## src/design/m72_pkg.sv

```systemverilog
// AXI4-Lite offsets are word-aligned byte addresses on a 4-bit bus; only strobe bit 0 loads a register
package m72_pkg;

    // ========================================
    // AXI4-Lite bus
    // ========================================
    localparam int AXIL_ADDR_W = 4;
    localparam int AXIL_DATA_W = 32;

    localparam logic [1:0] AXI_RESP_OKAY = 2'b00;

    // Register byte offsets
    localparam logic [AXIL_ADDR_W-1:0] REG_SWITCHES = 4'h0;
    localparam logic [AXIL_ADDR_W-1:0] REG_FLAGS    = 4'h4;
    localparam logic [AXIL_ADDR_W-1:0] REG_DIP      = 4'h8;
    localparam logic [AXIL_ADDR_W-1:0] REG_MIX_CTRL = 4'hC;

    typedef struct packed {
        logic [AXIL_ADDR_W-1:0]   awaddr;
        logic                     awvalid;
        logic [AXIL_DATA_W-1:0]   wdata;
        logic [AXIL_DATA_W/8-1:0] wstrb;
        logic                     wvalid;
        logic                     bready;
        logic [AXIL_ADDR_W-1:0]   araddr;
        logic                     arvalid;
        logic                     rready;
    } axil_req_t;

    typedef struct packed {
        logic                   awready;
        logic                   wready;
        logic                   bvalid;
        logic [1:0]             bresp;
        logic                   arready;
        logic [AXIL_DATA_W-1:0] rdata;
        logic [1:0]             rresp;
        logic                   rvalid;
    } axil_rsp_t;

    // ========================================
    // Board inputs and control
    // ========================================
    typedef struct packed {
        logic [3:0] p1_joystick;
        logic [3:0] p2_joystick;
        logic [3:0] p1_buttons;
        logic [3:0] p2_buttons;
        logic [1:0] coin;
        logic [1:0] start;
        logic       service;
    } player_in_t;

    // Bit 0 is coin counter 0
    typedef struct packed {
        logic [1:0] spare;
        logic       bank;
        logic       snd_brq_n;     // Sound bus request, active low
        logic       cblk;          // Colour blank
        logic       soft_flip_n;   // Screen flip, active low
        logic       coin1;
        logic       coin0;
    } sys_flags_t;

    // Bus writes the raw byte, the board reads the fields
    typedef union packed {
        logic [7:0] raw;
        sys_flags_t fields;
    } sys_flags_u;

    typedef struct packed {
        logic sprite_en;
        logic sprite_pal_en;
    } mix_ctrl_t;

    // ========================================
    // Pixels
    // ========================================
    typedef struct packed {
        logic [4:0] r;
        logic [4:0] g;
        logic [4:0] b;
    } rgb5_t;

    typedef struct packed {
        logic [7:0] r;
        logic [7:0] g;
        logic [7:0] b;
    } rgb8_t;

    typedef struct packed {
        rgb5_t      char_col;
        logic       char_pri;    // Character layer lets sprites through
        logic [7:0] obj_pix;
        rgb5_t      obj_pal;
    } layer_pix_t;

endpackage

```

## src/design/m72_sys_regs.sv

```systemverilog
// AXI4-Lite slave with one outstanding transaction per channel; unmapped reads give 0xFFFF, all responses OKAY
`timescale 1ns/10ps

module m72_sys_regs (
    input  logic                CLK_32M,
    input  logic                reset_n,
    input  m72_pkg::axil_req_t  axil_req,
    output m72_pkg::axil_rsp_t  axil_rsp,
    input  m72_pkg::player_in_t player_in,
    input  logic [15:0]         dip_sw,
    input  logic                tnsl,
    output m72_pkg::sys_flags_u sys_flags,
    output m72_pkg::mix_ctrl_t  mix_ctrl,
    output logic                nl
);
    import m72_pkg::*;

    logic                   wr_accept;
    logic                   rd_accept;
    logic                   bvalid_q;
    logic                   rvalid_q;
    logic [AXIL_DATA_W-1:0] rdata_q;
    logic [AXIL_ADDR_W-1:0] wr_off;
    logic [AXIL_ADDR_W-1:0] rd_off;
    logic [15:0]            switches;
    logic [15:0]            flags;
    logic [15:0]            rd_word;

    // ========================================
    // Port words
    // ========================================
    assign switches = {player_in.p2_buttons, player_in.p2_joystick,
                       player_in.p1_buttons, player_in.p1_joystick};

    // Test and R inputs are tied high on this board
    assign flags = {8'hff, tnsl, 3'b111, player_in.coin, player_in.start};

    // Full byte offsets, so an unaligned address hits no register
    assign wr_off = axil_req.awaddr;
    assign rd_off = axil_req.araddr;

    always_comb begin
        case (rd_off)
            REG_SWITCHES: rd_word = switches;
            REG_FLAGS:    rd_word = flags;
            REG_DIP:      rd_word = dip_sw;
            REG_MIX_CTRL: rd_word = {14'h0000, mix_ctrl};
            default:      rd_word = 16'hffff;
        endcase
    end

    // ========================================
    // Handshake
    // ========================================
    // Address and data must arrive together, and the last response must be gone
    assign wr_accept = axil_req.awvalid & axil_req.wvalid & ~bvalid_q;
    assign rd_accept = axil_req.arvalid & ~rvalid_q;

    assign axil_rsp.awready = wr_accept;
    assign axil_rsp.wready  = wr_accept;
    assign axil_rsp.bvalid  = bvalid_q;
    assign axil_rsp.bresp   = AXI_RESP_OKAY;
    assign axil_rsp.arready = ~rvalid_q;
    assign axil_rsp.rdata   = rdata_q;
    assign axil_rsp.rresp   = AXI_RESP_OKAY;
    assign axil_rsp.rvalid  = rvalid_q;

    always_ff @(posedge CLK_32M or negedge reset_n) begin
        if (!reset_n) begin
            bvalid_q <= 1'b0;
        end else if (wr_accept) begin
            bvalid_q <= 1'b1;
        end else if (axil_req.bready) begin
            bvalid_q <= 1'b0;
        end
    end

    always_ff @(posedge CLK_32M or negedge reset_n) begin
        if (!reset_n) begin
            rvalid_q <= 1'b0;
        end else if (rd_accept) begin
            rvalid_q <= 1'b1;
        end else if (axil_req.rready) begin
            rvalid_q <= 1'b0;
        end
    end

    // Held while rvalid waits for rready
    always_ff @(posedge CLK_32M) begin
        if (rd_accept) begin
            rdata_q <= AXIL_DATA_W'(rd_word);
        end
    end

    // ========================================
    // Writable registers
    // ========================================
    always_ff @(posedge CLK_32M or negedge reset_n) begin
        if (!reset_n) begin
            sys_flags.raw <= 8'h00;
            mix_ctrl      <= '{sprite_en: 1'b1, sprite_pal_en: 1'b1};
        end else if (wr_accept && axil_req.wstrb[0]) begin
            case (wr_off)
                REG_FLAGS: begin
                    sys_flags.raw <= axil_req.wdata[7:0];
                end
                REG_MIX_CTRL: begin
                    mix_ctrl <= mix_ctrl_t'(axil_req.wdata[1:0]);
                end
                default: begin
                    // Read-only or unmapped
                end
            endcase
        end
    end

    // Soft flip combined with the cabinet flip DIP
    assign nl = ~sys_flags.fields.soft_flip_n ^ dip_sw[8];

endmodule

```

## src/design/m72_video_mix.sv

```systemverilog
// Registered on every clock with no pixel enable; output lags the layer inputs by one cycle
`timescale 1ns/10ps

module m72_video_mix (
    input  logic                CLK_32M,
    input  logic                reset_n,
    input  m72_pkg::layer_pix_t layer,
    input  logic                cblk,
    input  m72_pkg::mix_ctrl_t  mix_ctrl,
    output m72_pkg::rgb8_t      rgb
);
    import m72_pkg::*;

    logic [4:0] idx_col;
    rgb5_t      obj_col;
    rgb5_t      pix_col;
    logic       obj_opaque;
    logic       obj_wins;
    rgb8_t      rgb_d;

    // 5 to 8 bits by repeating the top bits
    function automatic logic [7:0] expand5(input logic [4:0] c);
        return {c, c[4:2]};
    endfunction

    // ========================================
    // Sprite colour
    // ========================================
    // Palette bypass shows the raw index as grey
    assign idx_col = {layer.obj_pix[3:0], 1'b0};

    assign obj_col = mix_ctrl.sprite_pal_en ? layer.obj_pal
                                            : rgb5_t'{idx_col, idx_col, idx_col};

    assign obj_opaque = |layer.obj_pix[3:0];   // Pen 0 is transparent

    // ========================================
    // Priority and blanking
    // ========================================
    assign obj_wins = obj_opaque & mix_ctrl.sprite_en & layer.char_pri;
    assign pix_col  = obj_wins ? obj_col : layer.char_col;

    always_comb begin
        if (cblk) begin
            rgb_d = '0;
        end else begin
            rgb_d.r = expand5(pix_col.r);
            rgb_d.g = expand5(pix_col.g);
            rgb_d.b = expand5(pix_col.b);
        end
    end

    always_ff @(posedge CLK_32M or negedge reset_n) begin
        if (!reset_n) begin
            rgb <= '0;
        end else begin
            rgb <= rgb_d;
        end
    end

endmodule

```

## src/design/m72_audio_mix.sv

```systemverilog
// SAMPLE_W must be 2 to 16; the unsigned sample is left-aligned, no filtering, output lags by one cycle
`timescale 1ns/10ps

module m72_audio_mix #(
    parameter int SAMPLE_W = 8
) (
    input  logic                CLK_32M,
    input  logic                reset_n,
    input  logic signed [15:0]  music,
    input  logic [SAMPLE_W-1:0] sample,
    output logic [15:0]         audio_l,
    output logic [15:0]         audio_r
);

    localparam logic [SAMPLE_W-1:0] SIGN_BIT = 1'b1 << (SAMPLE_W - 1);

    logic [SAMPLE_W-1:0] sample_s;
    logic [15:0]         sample_al;
    logic signed [16:0]  sum;
    logic [15:0]         audio_q;

    // Offset binary to two's complement
    assign sample_s = sample ^ SIGN_BIT;

    assign sample_al = 16'(sample_s) << (16 - SAMPLE_W);

    // Sign extend both terms so the sum cannot wrap
    assign sum = {music[15], music} + {sample_al[15], sample_al};

    always_ff @(posedge CLK_32M or negedge reset_n) begin
        if (!reset_n) begin
            audio_q <= 16'h0000;
        end else begin
            audio_q <= sum[16:1];   // Halve back to 16 bits
        end
    end

    // Mono mix on both channels
    assign audio_l = audio_q;
    assign audio_r = audio_q;

endmodule

```

## src/design/m72_glue.sv

```systemverilog
// Board glue only; layer pixels, TNSL and FM music come in from outside, one cycle latency on all paths
`timescale 1ns/10ps

module m72_glue #(
    parameter int SAMPLE_W = 8
) (
    input  logic                CLK_32M,
    input  logic                reset_n,

    // Host register bus
    input  m72_pkg::axil_req_t  axil_req,
    output m72_pkg::axil_rsp_t  axil_rsp,

    // Cabinet
    input  m72_pkg::player_in_t player_in,
    input  logic [15:0]         dip_sw,
    output logic [1:0]          coin_counter,
    output logic                nl,

    // Video
    input  logic                tnsl,
    input  m72_pkg::layer_pix_t layer,
    output m72_pkg::rgb8_t      rgb,

    // Audio
    input  logic signed [15:0]  music,
    input  logic [SAMPLE_W-1:0] sample,
    output logic [15:0]         audio_l,
    output logic [15:0]         audio_r
);
    import m72_pkg::*;

    sys_flags_u sys_flags;
    mix_ctrl_t  mix_ctrl;

    // ========================================
    // Register block
    // ========================================
    m72_sys_regs m72_sys_regs_i (
        .CLK_32M   (CLK_32M),
        .reset_n   (reset_n),
        .axil_req  (axil_req),
        .axil_rsp  (axil_rsp),
        .player_in (player_in),
        .dip_sw    (dip_sw),
        .tnsl      (tnsl),
        .sys_flags (sys_flags),
        .mix_ctrl  (mix_ctrl),
        .nl        (nl)
    );

    assign coin_counter = {sys_flags.fields.coin1, sys_flags.fields.coin0};

    // ========================================
    // Mixers
    // ========================================
    m72_video_mix m72_video_mix_i (
        .CLK_32M  (CLK_32M),
        .reset_n  (reset_n),
        .layer    (layer),
        .cblk     (sys_flags.fields.cblk),
        .mix_ctrl (mix_ctrl),
        .rgb      (rgb)
    );

    m72_audio_mix #(
        .SAMPLE_W (SAMPLE_W)
    ) m72_audio_mix_i (
        .CLK_32M (CLK_32M),
        .reset_n (reset_n),
        .music   (music),
        .sample  (sample),
        .audio_l (audio_l),
        .audio_r (audio_r)
    );

endmodule

```

## config.mk

```make
export PLATFORM = sky130hd
export DESIGN_NAME = m72_glue
export DESIGN_NICKNAME = d
export VERILOG_FILES = /design/src/design/m72_pkg.sv /design/src/design/m72_sys_regs.sv /design/src/design/m72_video_mix.sv /design/src/design/m72_audio_mix.sv /design/src/design/m72_glue.sv
export SDC_FILE = /design/constraint.sdc
export NUM_CORES = 1
export LEC_CHECK = 0
export BUFFER_PORTS_ARGS = -buffer_cell sky130_fd_sc_hd__clkbuf_2
export CORE_MARGIN = 4
export CORE_UTILIZATION = 30
export DETAILED_ROUTE_END_ITERATION = 8
export GPL_ROUTABILITY_DRIVEN = 0
export PLACE_DENSITY = 0.68
export SKIP_CTS_REPAIR_TIMING = 1
export SLEW_MARGIN = 30
export SYNTH_ARGS = -nofsm -noshare
export SYNTH_HDL_FRONTEND = slang
export SYNTH_SLANG_ARGS = --single-unit
```

## constraint.sdc

```tcl
create_clock -name CLK_32M -period 1.4 [get_ports CLK_32M]
set_input_delay 0.28 -clock CLK_32M [delete_from_list [all_inputs] [get_ports CLK_32M]]
set_output_delay 0.28 -clock CLK_32M [all_outputs]
set_load 0.02 [all_outputs]
```

==> key figures, run 1 <==
Run status
  • Status: complete, no violations

Detailed routing
  • Routed Wire Length: around 8100 um
  • Residual DRC: 0
  • Met2 Wirelength: ~4200 um
  • Vias: approximately 2600
  • WL met1: 2970 um
  • Met3 routed WL: 775 um
  • DRT antenna net count: 0
  • Highest metal used: met4
  • Via density: 4.39
  • DR WL/cell: around 14 um
  • Initial DRC Count: 128
  • DR pass1 iterations: 4

Synth
  • Post-synthesis xor/xnor area fraction: between 1.5 and 2%
  • Most used DFF post-synth: dfrtp_1
  • Register area share after synthesis: about 50%
  • Synthesized instance count: 272
  • Simple-gate share of the synthesized area: 9.43%
  • Fraction of the mapped netlist area in compound gates: between 10% and 20%
  • Yosys reg bits: 55
  • EDFF count, synth: 16
  • Multiplexer area fraction after synthesis: 8.76%
  • Post-Syn Area: ~3000 um^2
  • Largest family of logic cells by synthesized area: buffers and inverters
  • Yosys warns: 0
  • Post-synth cell types: 34
  • Post-synthesis adder-cell area fraction: between 4 and 5%
  • Post-synth ARST share: a little under three quarters
  • Synthesized area per cell: roughly 11 um^2

Finish
  • N_diodes: 0
  • Final cell count without fillers: slightly below 600
  • Layout cell share with drive strength beyond 1: 55.4%
  • Area delta synth->final: 38.1%
  • Nets@finish: 615
  • Post-Layout Inst Area: about 4100 um^2

Setup path
  • Crit end category: output port
  • Critical Path Start Type: flip-flop
  • Critical path required time: roughly 1.1 ns
  • Max incr delay on CP: about 0.40 ns
  • Critical path's most frequent cell: inv_2
  • Crit path buffers/inverters: 3
  • Crit-path slowest cell: dfrtp_1
  • Critical path origin: m72_sys_regs_i.bvalid_q$_DFFE_PN0P_
  • FF-to-FF Start: m72_sys_regs_i.bvalid_q$_DFFE_PN0P_
  • Worst path top cell family by delay: flip-flops
  • Crit path DAT: between 1 and 1.5 ns
  • Crit path max fanout: 3
  • Worst path cell trace: inv_2 > nand3_4 > inv_2 > buf_4
  • Setup Crit Path Kind: reg -> out

Timing
  • Fmax: approximately 750 MHz
  • Worst Clk Skew: 0.00479 ns
  • Slew of the pin with the lowest slew margin: 0.646 ns
  • Final setup viols: 0
  • Hold Fails Final Rpt: 0
  • Fin crit share: a little over nine tenths
  • Unrepaired setup endpoints after global routing: false
  • Slew HR: a little under three fifths
  • Final max-slew violation count: 0
  • Min Tclk post-route: approximately 1.3 ns
  • Worst hold margin: approximately 0.078 ns

CTS
  • CTS tree: done
  • Clk slew on worst S/H paths: ~0.10 ns
  • CTS max path bufs: 2
  • Total CTS buffers: 5
  • Worst skew pair latency: around 0.30 ns
  • Num Clock Sinks: 55
  • H-Tree Depth: 2
  • Clock Tree Root: clkbuf_8

Place
  • Dpl hpwl: roughly 6800 um
  • Placed cell count: 577
  • Area after DPL: between 3000 and 4000 um^2
  • IO buf count: ~190

GRT
  • Largest net degree at the start of global routing: 28
  • GRT Util Overall: between 10% and 20%
  • Grt ovf: 0
  • Vias in the first global route: around 2400
  • Initial antenna violation count: 0
  • First-pass GRT wire length: 11500 um

Pwr
  • PwrDens: just under 1000 nW/um^2
  • Peak supply drop: 402 uV
  • Pleak: 2.03 nW

Floorplanning
  • Die Wd: about 110 um
  • Die H: ~110 um
  • Starting density of the core: between 30 and 40%
  • Die ar.: between 10000 and 15000 um^2
  • Number of top-level pins: 252
  • Core box area: around 10000 um^2
  • FP Rows: 36

Hold path
  • Worst hold start: music[1]
  • Min-Delay Path Class: in -> reg

Job
  • Maxcap violations: 0
[cell type report]
class / count / area, um^2
well taps: 133 / 166
fillers: 952 / 5640
clock buffers: 5 / 68.8
multi-input cells: 168 / 1200
repair buffers: 218 / 1200
clock inverters: 3 / 20.0
inverters: 6 / 22.5
flip-flops and latches: 55 / 1460
[layer usage]
| metal | GRT usage [%] | up-vias |
|---|---|---|
| met3 | 2.99 | 7 |
| met1 | 14.0 | 1185 |
| met2 | 23.6 | 144 |
| li1 | - | 1247 |
| met4 | 4.24 | 0 |
| met5 | 0 | - |
[synth_stat cells, drive strengths merged, types with 3 or more instances]
master / count / area, um^2
edfxtp: 16 / 480
nand3: 6 / 30.0
nor2: 27 / 109
mux2: 6 / 67.6
dfrtp: 37 / 926
o21ai: 7 / 35.0
ha: 8 / 100
a21oi: 9 / 45.0
a211oi: 14 / 105
inv: 6 / 22.5
buf: 58 / 430
mux2i: 15 / 150
o211ai: 16 / 120
xnor2: 4 / 35.0
clkbuf: 4 / 15.0
a21o: 3 / 22.5
nand2: 17 / 63.8
[kinds of logic (layout without fill, tap and decap cells)]
| family | Yosys count | after routing |
|---|---|---|
| buf+inv | 68 | 232 |
| simple gates | 58 | 58 |
| flops | 55 | 55 |
| compound gates | 52 | 52 |
| mux | 23 | 23 |
| fa+ha+maj | 9 | 9 |
| xor+xnor | 6 | 6 |
| other cells | 1 | 20 |
[sequential cells by signal (all words and copies together), names as in the netlist]
signal,flops
m72_audio_mix_i.audio_l,16
m72_sys_regs_i.rdata_q,16
m72_video_mix_i.rgb,15
m72_sys_regs_i.sys_flags,4
m72_sys_regs_i.mix_ctrl,2
m72_sys_regs_i.bvalid_q,1
m72_sys_regs_i.rvalid_q,1
[stage by stage]
| stage | utilization (%) | setup WS (ns) | setup TNS, ns | power, mW |
|---|---|---|---|---|
| after global routing | 42.3 | 0.0000496 | 0 | 4.35 |
| final | 42.3 | 0.0609 | 0 | 4.11 |
| after global placement | 40.5 | -0.187 | -2.75 | 3.22 |
| after floorplan | - | -0.0176 | -0.0254 | 2.85 |
| after detailed placement | 40.5 | -0.207 | -3.08 | 3.25 |
| after CTS | 41.4 | -0.111 | -0.263 | 4.14 |
[power breakdown]
part	internal, mW	switching, mW	leakage (nW)
logic	0.530	0.794	1.39
clock network	0.350	0.510	0.0418
registers	1.82	0.101	0.597
total	2.70	1.40	2.03
[cells in the final DEF, fill, tap and decap left out, drive strengths merged, types with 6 or more instances in the layout]
master,count
dfrtp,37
nor2,27
nand2,17
ha,8
a211oi,14
o211ai,16
inv,6
nand3,6
o21ai,7
buf,25
edfxtp,16
a21oi,9
clkbuf,197
mux2i,15
mux2,6
conb,20
[final timing paths]
| kind | to | slack (ns) | depth (start not counted) |
|---|---|---|---|
| worst max register to register | m72_sys_regs_i.sys_flags[2]$_DFFE_PN0P_ | 0.10 | 5 |
| min in group asynchronous | m72_video_mix_i.rgb[6]$_DFF_PN0_ | 0.48 | 3 |
| worst min register to register | m72_sys_regs_i.sys_flags[1]$_DFFE_PN0P_ | 0.53 | 1 |
| max in group asynchronous | m72_audio_mix_i.audio_l[12]$_DFF_PN0_ | 0.65 | 3 |
| worst max-delay path | axil_rsp[40] | 0.06 | 4 |
| worst min-delay path | m72_audio_mix_i.audio_l[0]$_DFF_PN0_ | 0.08 | 1 |
No activity file was read; power rests on OpenSTA's default activity.
==> run 2: changes to the inputs <==
--- a/config.mk
+++ b/config.mk
@@ -16,3 +16,4 @@
 export SYNTH_ARGS = -nofsm -noshare
 export SYNTH_HDL_FRONTEND = slang
 export SYNTH_SLANG_ARGS = --single-unit
+export TNS_END_PERCENT = 1
==> constraint.sdc (replaced) <==
create_clock -name CLK_32M -period 1.4 [get_ports CLK_32M]
set_input_delay 0 -clock CLK_32M [delete_from_list [all_inputs] [get_ports CLK_32M]]
set_output_delay 0 -clock CLK_32M [all_outputs]
set_load 0.02 [all_outputs]
==> run 2 against run 1 <==
Wire length up 8.1%. Sequential power about the same. Core utilization up 2.7 points. Final cell count up 3.9%. Via count up 5.5%. Critical path depth up 1. Non-clock buffer count up 23. Worst setup slack worse by 0.0060 ns. Combinational power up 4%. Register-to-register slack worse by 0.05 ns. Critical endpoint is now m72_video_mix_i.rgb[22]$_DFF_PN0_.
==> key figures, run 2 (synthesized netlist as in run 1, its figures left out) <==
Run status
  • Status: complete, no violations (unchanged)

Floorplanning
  • Number of top-level pins: 252 (unchanged)
  • Die ar.: 11700 um^2 (unchanged)
  • FP Rows: 36 (unchanged)
  • Starting density of the core: 30.7% (unchanged)
  • Die H: 108 um (unchanged)
  • Die Wd: 108 um (unchanged)
  • Core box area: 9770 um^2 (unchanged)

Pwr
  • Peak supply drop: 436 uV (was 402 uV)
  • Sequential fraction of design power: 44.4% (was 46.8%)
  • Pleak: 2.13 nW (was 2.03 nW)
  • Pint: 2.92 mW (was 2.70 mW)
  • Clock power frac: 24.1% (was 20.9%)
  • Switch Pwr: 1.41 mW (was 1.40 mW)
  • Gate power share: 31.5% (was 32.2%)
  • Sw frac: 32.6% (was 34.2%)
  • PwrDens: 986 nW/um^2 (was 992 nW/um^2)

Timing
  • Unrepaired setup endpoints after global routing: true (was false)
  • Final max-slew violation count: 0 (unchanged)
  • Slew HR: 59.4% (was 56.9%)
  • Setup ws final: 0.0550 ns (was 0.0609 ns)
  • Final setup viols: 0 (unchanged)
  • Fin crit share: 96.1% (was 95.6%)
  • Fmax: 743 MHz (was 747 MHz)
  • Worst Clk Skew: 0.00591 ns (was 0.00479 ns)
  • Min Tclk post-route: 1.35 ns (was 1.34 ns)
  • Hold Fails Final Rpt: 0 (unchanged)
  • Slew of the pin with the lowest slew margin: 0.608 ns (was 0.646 ns)
  • Worst hold margin: 0.0145 ns (was 0.0783 ns)

Setup path
  • Crit end category: flip-flop (was output port)
  • Setup Crit Path Kind: reg -> reg (was reg -> out)
  • R2R cell count: 5 (unchanged)
  • Critical Path Start Type: flip-flop (unchanged)
  • Crit path DAT: 1.56 ns (was 1.06 ns)
  • Crit path max fanout: 13 (was 3)
  • Critical path required time: 1.62 ns (was 1.12 ns)

Finish
  • N_diodes: 0 (unchanged)
  • Commonest cells after routing, fill and taps aside: clkbuf_2, dfrtp_1, dlygate4sd3_1 (was clkbuf_2, dfrtp_1, nor2_1)
  • Layout cell share with drive strength beyond 1: 49.2% (was 55.4%)
  • Final cell count without fillers: 611 (was 588)
  • Nets@finish: 638 (was 615)
  • Area delta synth->final: 46.8% (was 38.1%)
  • Commonest non-fill, non-tap cell in the layout: clkbuf_2 (unchanged)

Detailed routing
  • Residual DRC: 0 (unchanged)
  • DR pass1 iterations: 7 (was 4)
  • Vias: 2724 (was 2583)
  • Initial DRC Count: 164 (was 128)
  • Routed Wire Length: 8740 um (was 8080 um)
  • DRT antenna net count: 0 (unchanged)
  • DR WL/cell: 14.3 um (was 13.7 um)
  • Via density: 4.46 (was 4.39)

GRT
  • First-pass GRT wire length: 12200 um (was 11500 um)
  • Largest net degree at the start of global routing: 28 (unchanged)
  • GRT Util Overall: 13.1% (was 12.6%)
  • Initial antenna violation count: 0 (unchanged)
  • Vias in the first global route: 2595 (was 2433)
  • Grt ovf: 0 (unchanged)

Hold path
  • Hold path depth: 3 (was 1)
  • Min-Delay Path Class: in -> reg (unchanged)

Place
  • IO buf count: 194 (unchanged)
  • Placed cell count: 567 (was 577)
  • Worst slack, placed: -0.0141 ns (was -0.207 ns)
  • Dpl hpwl: 6710 um (was 6750 um)

CTS
  • Clock Tree Root: clkbuf_8 (unchanged)
  • Clk slew on worst S/H paths: 0.10 ns (about the same)
  • Worst skew pair latency: 0.30 ns (about the same)
  • Total CTS buffers: 5 (unchanged)
  • H-Tree Depth: 2 (unchanged)
  • Num Clock Sinks: 55 (unchanged)
  • CTS max path bufs: 2 (unchanged)
  • CTS tree: done (unchanged)

Job
  • Maxcap violations: 0 (unchanged)
==> run 2: cell types whose count changed in the layout (fill, tap and decap cells not counted), moves of 2 or more <==
cell / previous run / this run
clkbuf_2: 191 / 194
dlygate4sd3_1: 1 / 35
a211oi_2: 5 / 3
buf_4: 22 / 8
a211oi_1: 9 / 11
==> run 2: worst paths after layout <==
kind,slack [ns],from,to
min reg2reg,0.52,m72_sys_regs_i.sys_flags[0]$_DFFE_PN0P_,m72_sys_regs_i.sys_flags[0]$_DFFE_PN0P_
min,0.01,layer[8],m72_video_mix_i.rgb[14]$_DFF_PN0_
min in group asynchronous,0.17,reset_n,m72_video_mix_i.rgb[21]$_DFF_PN0_
max in group asynchronous,0.66,reset_n,m72_sys_regs_i.mix_ctrl[0]$_DFFE_PN1P_
max,0.05,m72_sys_regs_i.mix_ctrl[1]$_DFFE_PN1P_,m72_video_mix_i.rgb[22]$_DFF_PN0_
max reg2reg,0.05,m72_sys_regs_i.mix_ctrl[1]$_DFFE_PN1P_,m72_video_mix_i.rgb[22]$_DFF_PN0_
==> run 2: per-layer routing <==
layer / share of wire [%] / global-route usage [%] / vias to the layer above
li1: - / - / 1295
met4: 2.7 / 4.78 / 0
met1: 36 / 14.5 / 1263
met3: 8.9 / 3.22 / 20
met5: 0 / 0 / -
met2: 52 / 24.2 / 146
==> run 2: critical path: stages (launching register included) <==
cell	delay, ns
dfstp_2	0.60
nand2_2	0.09
nor2_4	0.15
clkbuf_16	0.19
nor2_1	0.04
a211oi_1	0.19
==> run 2: area by class of cell <==
class                      instances  area [um^2]
fill                             900         5370
clock buffer                       6         72.6
clock inverter                     2         37.5
multi-input combinational        168         1180
tap                              133          166
inverter                           6         22.5
timing repair buffer             241         1470
sequential                        55         1460
==> run 2: power by group through the flow <==
stage | Clock (mW) | Sequential (mW) | Combinational [mW]
floorplan | 0 | 2.09 | 0.755
global placement | 0 | 1.95 | 1.24
detailed placement | 0 | 1.96 | 1.26
CTS | 1.10 | 1.92 | 1.26
global route | 1.16 | 1.95 | 1.47
finish | 1.05 | 1.93 | 1.37
==> run 2: per-stage QoR <==
| step | TNS [ns] | cell area, um^2 | util (%) | total power, mW |
|---|---|---|---|---|
| final | 0 | 4400 | 45.0 | 4.34 |
| after global routing | -0.0665 | 4400 | 45.0 | 4.58 |
| after CTS | -0.0461 | 3990 | 40.9 | 4.29 |
| after detailed placement | -0.0251 | 3880 | 39.7 | 3.21 |
| after global placement | -0.0105 | 3880 | 39.7 | 3.20 |
| after floorplan | 0 | 3070 | - | 2.84 |
==> run 3: changes to the inputs <==
--- a/config.mk
+++ b/config.mk
@@ -9,8 +9,7 @@
 export CORE_MARGIN = 4
 export CORE_UTILIZATION = 30
 export DETAILED_ROUTE_END_ITERATION = 8
-export GPL_ROUTABILITY_DRIVEN = 0
-export PLACE_DENSITY = 0.68
+export PLACE_DENSITY = 0.65
 export SKIP_CTS_REPAIR_TIMING = 1
 export SLEW_MARGIN = 30
 export SYNTH_ARGS = -nofsm -noshare
==> constraint.sdc (replaced) <==
create_clock -name CLK_32M -period 1.69 [get_ports CLK_32M]
set_input_delay 0 -clock CLK_32M [delete_from_list [all_inputs] [get_ports CLK_32M]]
set_output_delay 0 -clock CLK_32M [all_outputs]
set_load 0.02 [all_outputs]
==> run 3 against run 2 <==
The flow now finishes with violations (negative hold slack). Worst setup slack gained 0.093 ns. Non-clock buffer count down 8. Design area decreased by 3.0%. Register-to-register slack better by 0.20 ns. Wire length is 3.3% lower. Clock power shrank 18%. Worst hold slack worse by 0.041 ns. First-iteration DRC count fell by 26%. Sequential power down 17%. Sequential share of layout area up 1.0 points. Global-route usage decreased by 0.33 points. Critical path depth up 2. Critical path type is now in -> reg. Highest routed layer unchanged.
==> key figures, run 3 (synthesized netlist as in run 1, its figures left out) <==
Run status
  • Status: complete, but fails checks (was complete, no violations)
  • Violated checks: negative hold slack

CTS
  • CTS tree: done (unchanged)
  • Worst skew pair latency: 0.30 ns (about the same)
  • Clk slew on worst S/H paths: 0.10 ns (about the same)
  • Clock Tree Root: clkbuf_8 (unchanged)
  • Total CTS buffers: 5 (unchanged)
  • CTS max path bufs: 2 (unchanged)
  • Num Clock Sinks: 55 (unchanged)
  • H-Tree Depth: 2 (unchanged)

Finish
  • Commonest non-fill, non-tap cell in the layout: clkbuf_2 (unchanged)
  • Final cell count without fillers: 603 (was 611)
  • Layout cell share with drive strength beyond 1: 47.0% (was 49.2%)
  • Fin util: 43.7% (was 45.0%)
  • Commonest cells after routing, fill and taps aside: clkbuf_2, dfrtp_1, dlygate4sd3_1 (unchanged)
  • Area delta synth->final: 42.5% (was 46.8%)
  • Nets@finish: 630 (was 638)
  • N_diodes: 0 (unchanged)

Floorplanning
  • Die ar.: 11700 um^2 (unchanged)
  • Die H: 108 um (unchanged)
  • Number of top-level pins: 252 (unchanged)
  • Core box area: 9770 um^2 (unchanged)
  • FP Rows: 36 (unchanged)
  • Starting density of the core: 30.7% (unchanged)
  • Die Wd: 108 um (unchanged)

Pwr
  • Sw frac: 32.6% (about the same)
  • PwrDens: 830 nW/um^2 (was 986 nW/um^2)
  • Gate power share: 30.2% (was 31.5%)
  • Pleak: 2.07 nW (was 2.13 nW)
  • Sequential fraction of design power: 45.4% (was 44.4%)
  • Total power: 3.54 mW (was 4.34 mW)
  • Clock power frac: 24.4% (was 24.1%)
  • Pint: 2.39 mW (was 2.92 mW)
  • Switch Pwr: 1.16 mW (was 1.41 mW)
  • Peak supply drop: 361 uV (was 436 uV)

Place
  • RD Place Congestion: 0.740
  • IO buf count: 194 (unchanged)
  • Dpl hpwl: 6680 um (was 6710 um)
  • Placed cell count: 562 (was 567)

Timing
  • Slew HR: 41.4% (was 59.4%)
  • Slew of the pin with the lowest slew margin: 0.878 ns (was 0.608 ns)
  • Final setup viols: 0 (unchanged)
  • Hold Fails Final Rpt: 1 (was 0)
  • Worst hold margin: -0.0263 ns (was 0.0145 ns)
  • Fmax: about 650 MHz
  • Min Tclk post-route: between 1.5 and 2 ns
  • Fin crit share: just over 90%
  • Worst Clk Skew: 0.00414 ns (was 0.00591 ns)
  • Unrepaired setup endpoints after global routing: false (was true)
  • Final max-slew violation count: 0 (unchanged)
  • Setup TNS: 0 ns (unchanged)

GRT
  • Vias in the first global route: 2413 (was 2595)
  • Initial antenna violation count: 0 (unchanged)
  • GRT Util Overall: 12.8% (was 13.1%)
  • First-pass GRT wire length: 11700 um (was 12200 um)
  • Largest net degree at the start of global routing: 28 (unchanged)
  • Grt ovf: 0 (unchanged)

Detailed routing
  • Vias: 2680 (was 2724)
  • Routed Wire Length: 8450 um (was 8740 um)
  • DR pass1 iterations: 6 (was 7)
  • DRT antenna net count: 0 (unchanged)
  • Initial DRC Count: 121 (was 164)
  • Via density: 4.44 (was 4.46)
  • Residual DRC: 0 (unchanged)
  • DR WL/cell: 14.0 um (was 14.3 um)

Setup path
  • Critical Path Start Type: input port (was flip-flop)
  • Setup Crit Path Kind: in -> reg (was reg -> reg)
  • Crit end category: flip-flop (unchanged)
  • Crit path DAT: 1.77 ns (was 1.56 ns)
  • Critical path required time: 1.91 ns (was 1.62 ns)
  • Crit path max fanout: 3 (was 13)

Job
  • Maxcap violations: 0 (unchanged)

Hold path
  • Min-Delay Path Class: in -> reg (unchanged)
-- run 3: cell type report --
type / count / area [um^2]
fill: 929 / 5500
sequential: 55 / 1460
timing repair buffer: 233 / 1370
multi-input combinational: 168 / 1140
tap: 133 / 166
clock buffer: 6 / 72.6
clock inverter: 2 / 37.5
inverter: 6 / 22.5
-- run 3: worst max-delay path: stages --
cell and delay, ns:
dlygate4sd3_1 0.53, clkbuf_2 0.13, ha_1 0.30, a211oi_1 0.08
o31ai_1 0.45, nand4b_1 0.16, o211ai_1 0.10
-- run 3: worst paths after layout --
check                                                        start                                 endpoint  slack, ns  cells after the start
min in group asynchronous                                  reset_n        m72_video_mix_i.rgb[14]$_DFF_PN0_       0.21                      2
min reg2reg                m72_sys_regs_i.sys_flags[1]$_DFFE_PN0P_  m72_sys_regs_i.sys_flags[1]$_DFFE_PN0P_       0.53                      1
max reg2reg                 m72_sys_regs_i.mix_ctrl[1]$_DFFE_PN1P_        m72_video_mix_i.rgb[21]$_DFF_PN0_       0.25                      5
max in group asynchronous                                  reset_n   m72_sys_regs_i.mix_ctrl[0]$_DFFE_PN1P_       0.90                      3
max                                                      sample[1]    m72_audio_mix_i.audio_l[14]$_DFF_PN0_       0.15                      7
min                                                      layer[38]        m72_video_mix_i.rgb[18]$_DFF_PN0_      -0.03                      3
-- run 3: routing by layer --
metal / track usage [%] / part of all wire, %
met1: 14.3 / 37
met2: 23.4 / 51
met3: 3.52 / 9.3
met4: 3.97 / 2.2
met5: 0 / 0
-- run 3: metrics by stage --
stage,cell area [um^2],setup slack (ns)
CTS,3940,0.246
floorplan,3070,0.145
global route,4270,0.0179
detailed placement,3830,0.197
global placement,3830,0.231
finish,4270,0.148
-- run 3: power by group through the flow --
stage          Combinational [mW]  Clock [mW]  Sequential (mW)
6_report                     1.07       0.864             1.61
5_1_grt                      1.16       0.946             1.63
4_1_cts                      1.01       0.908             1.61
3_5_place_dp                 1.01           0             1.64
3_3_place_gp                0.999           0             1.64
2_1_floorplan               0.625           0             1.73
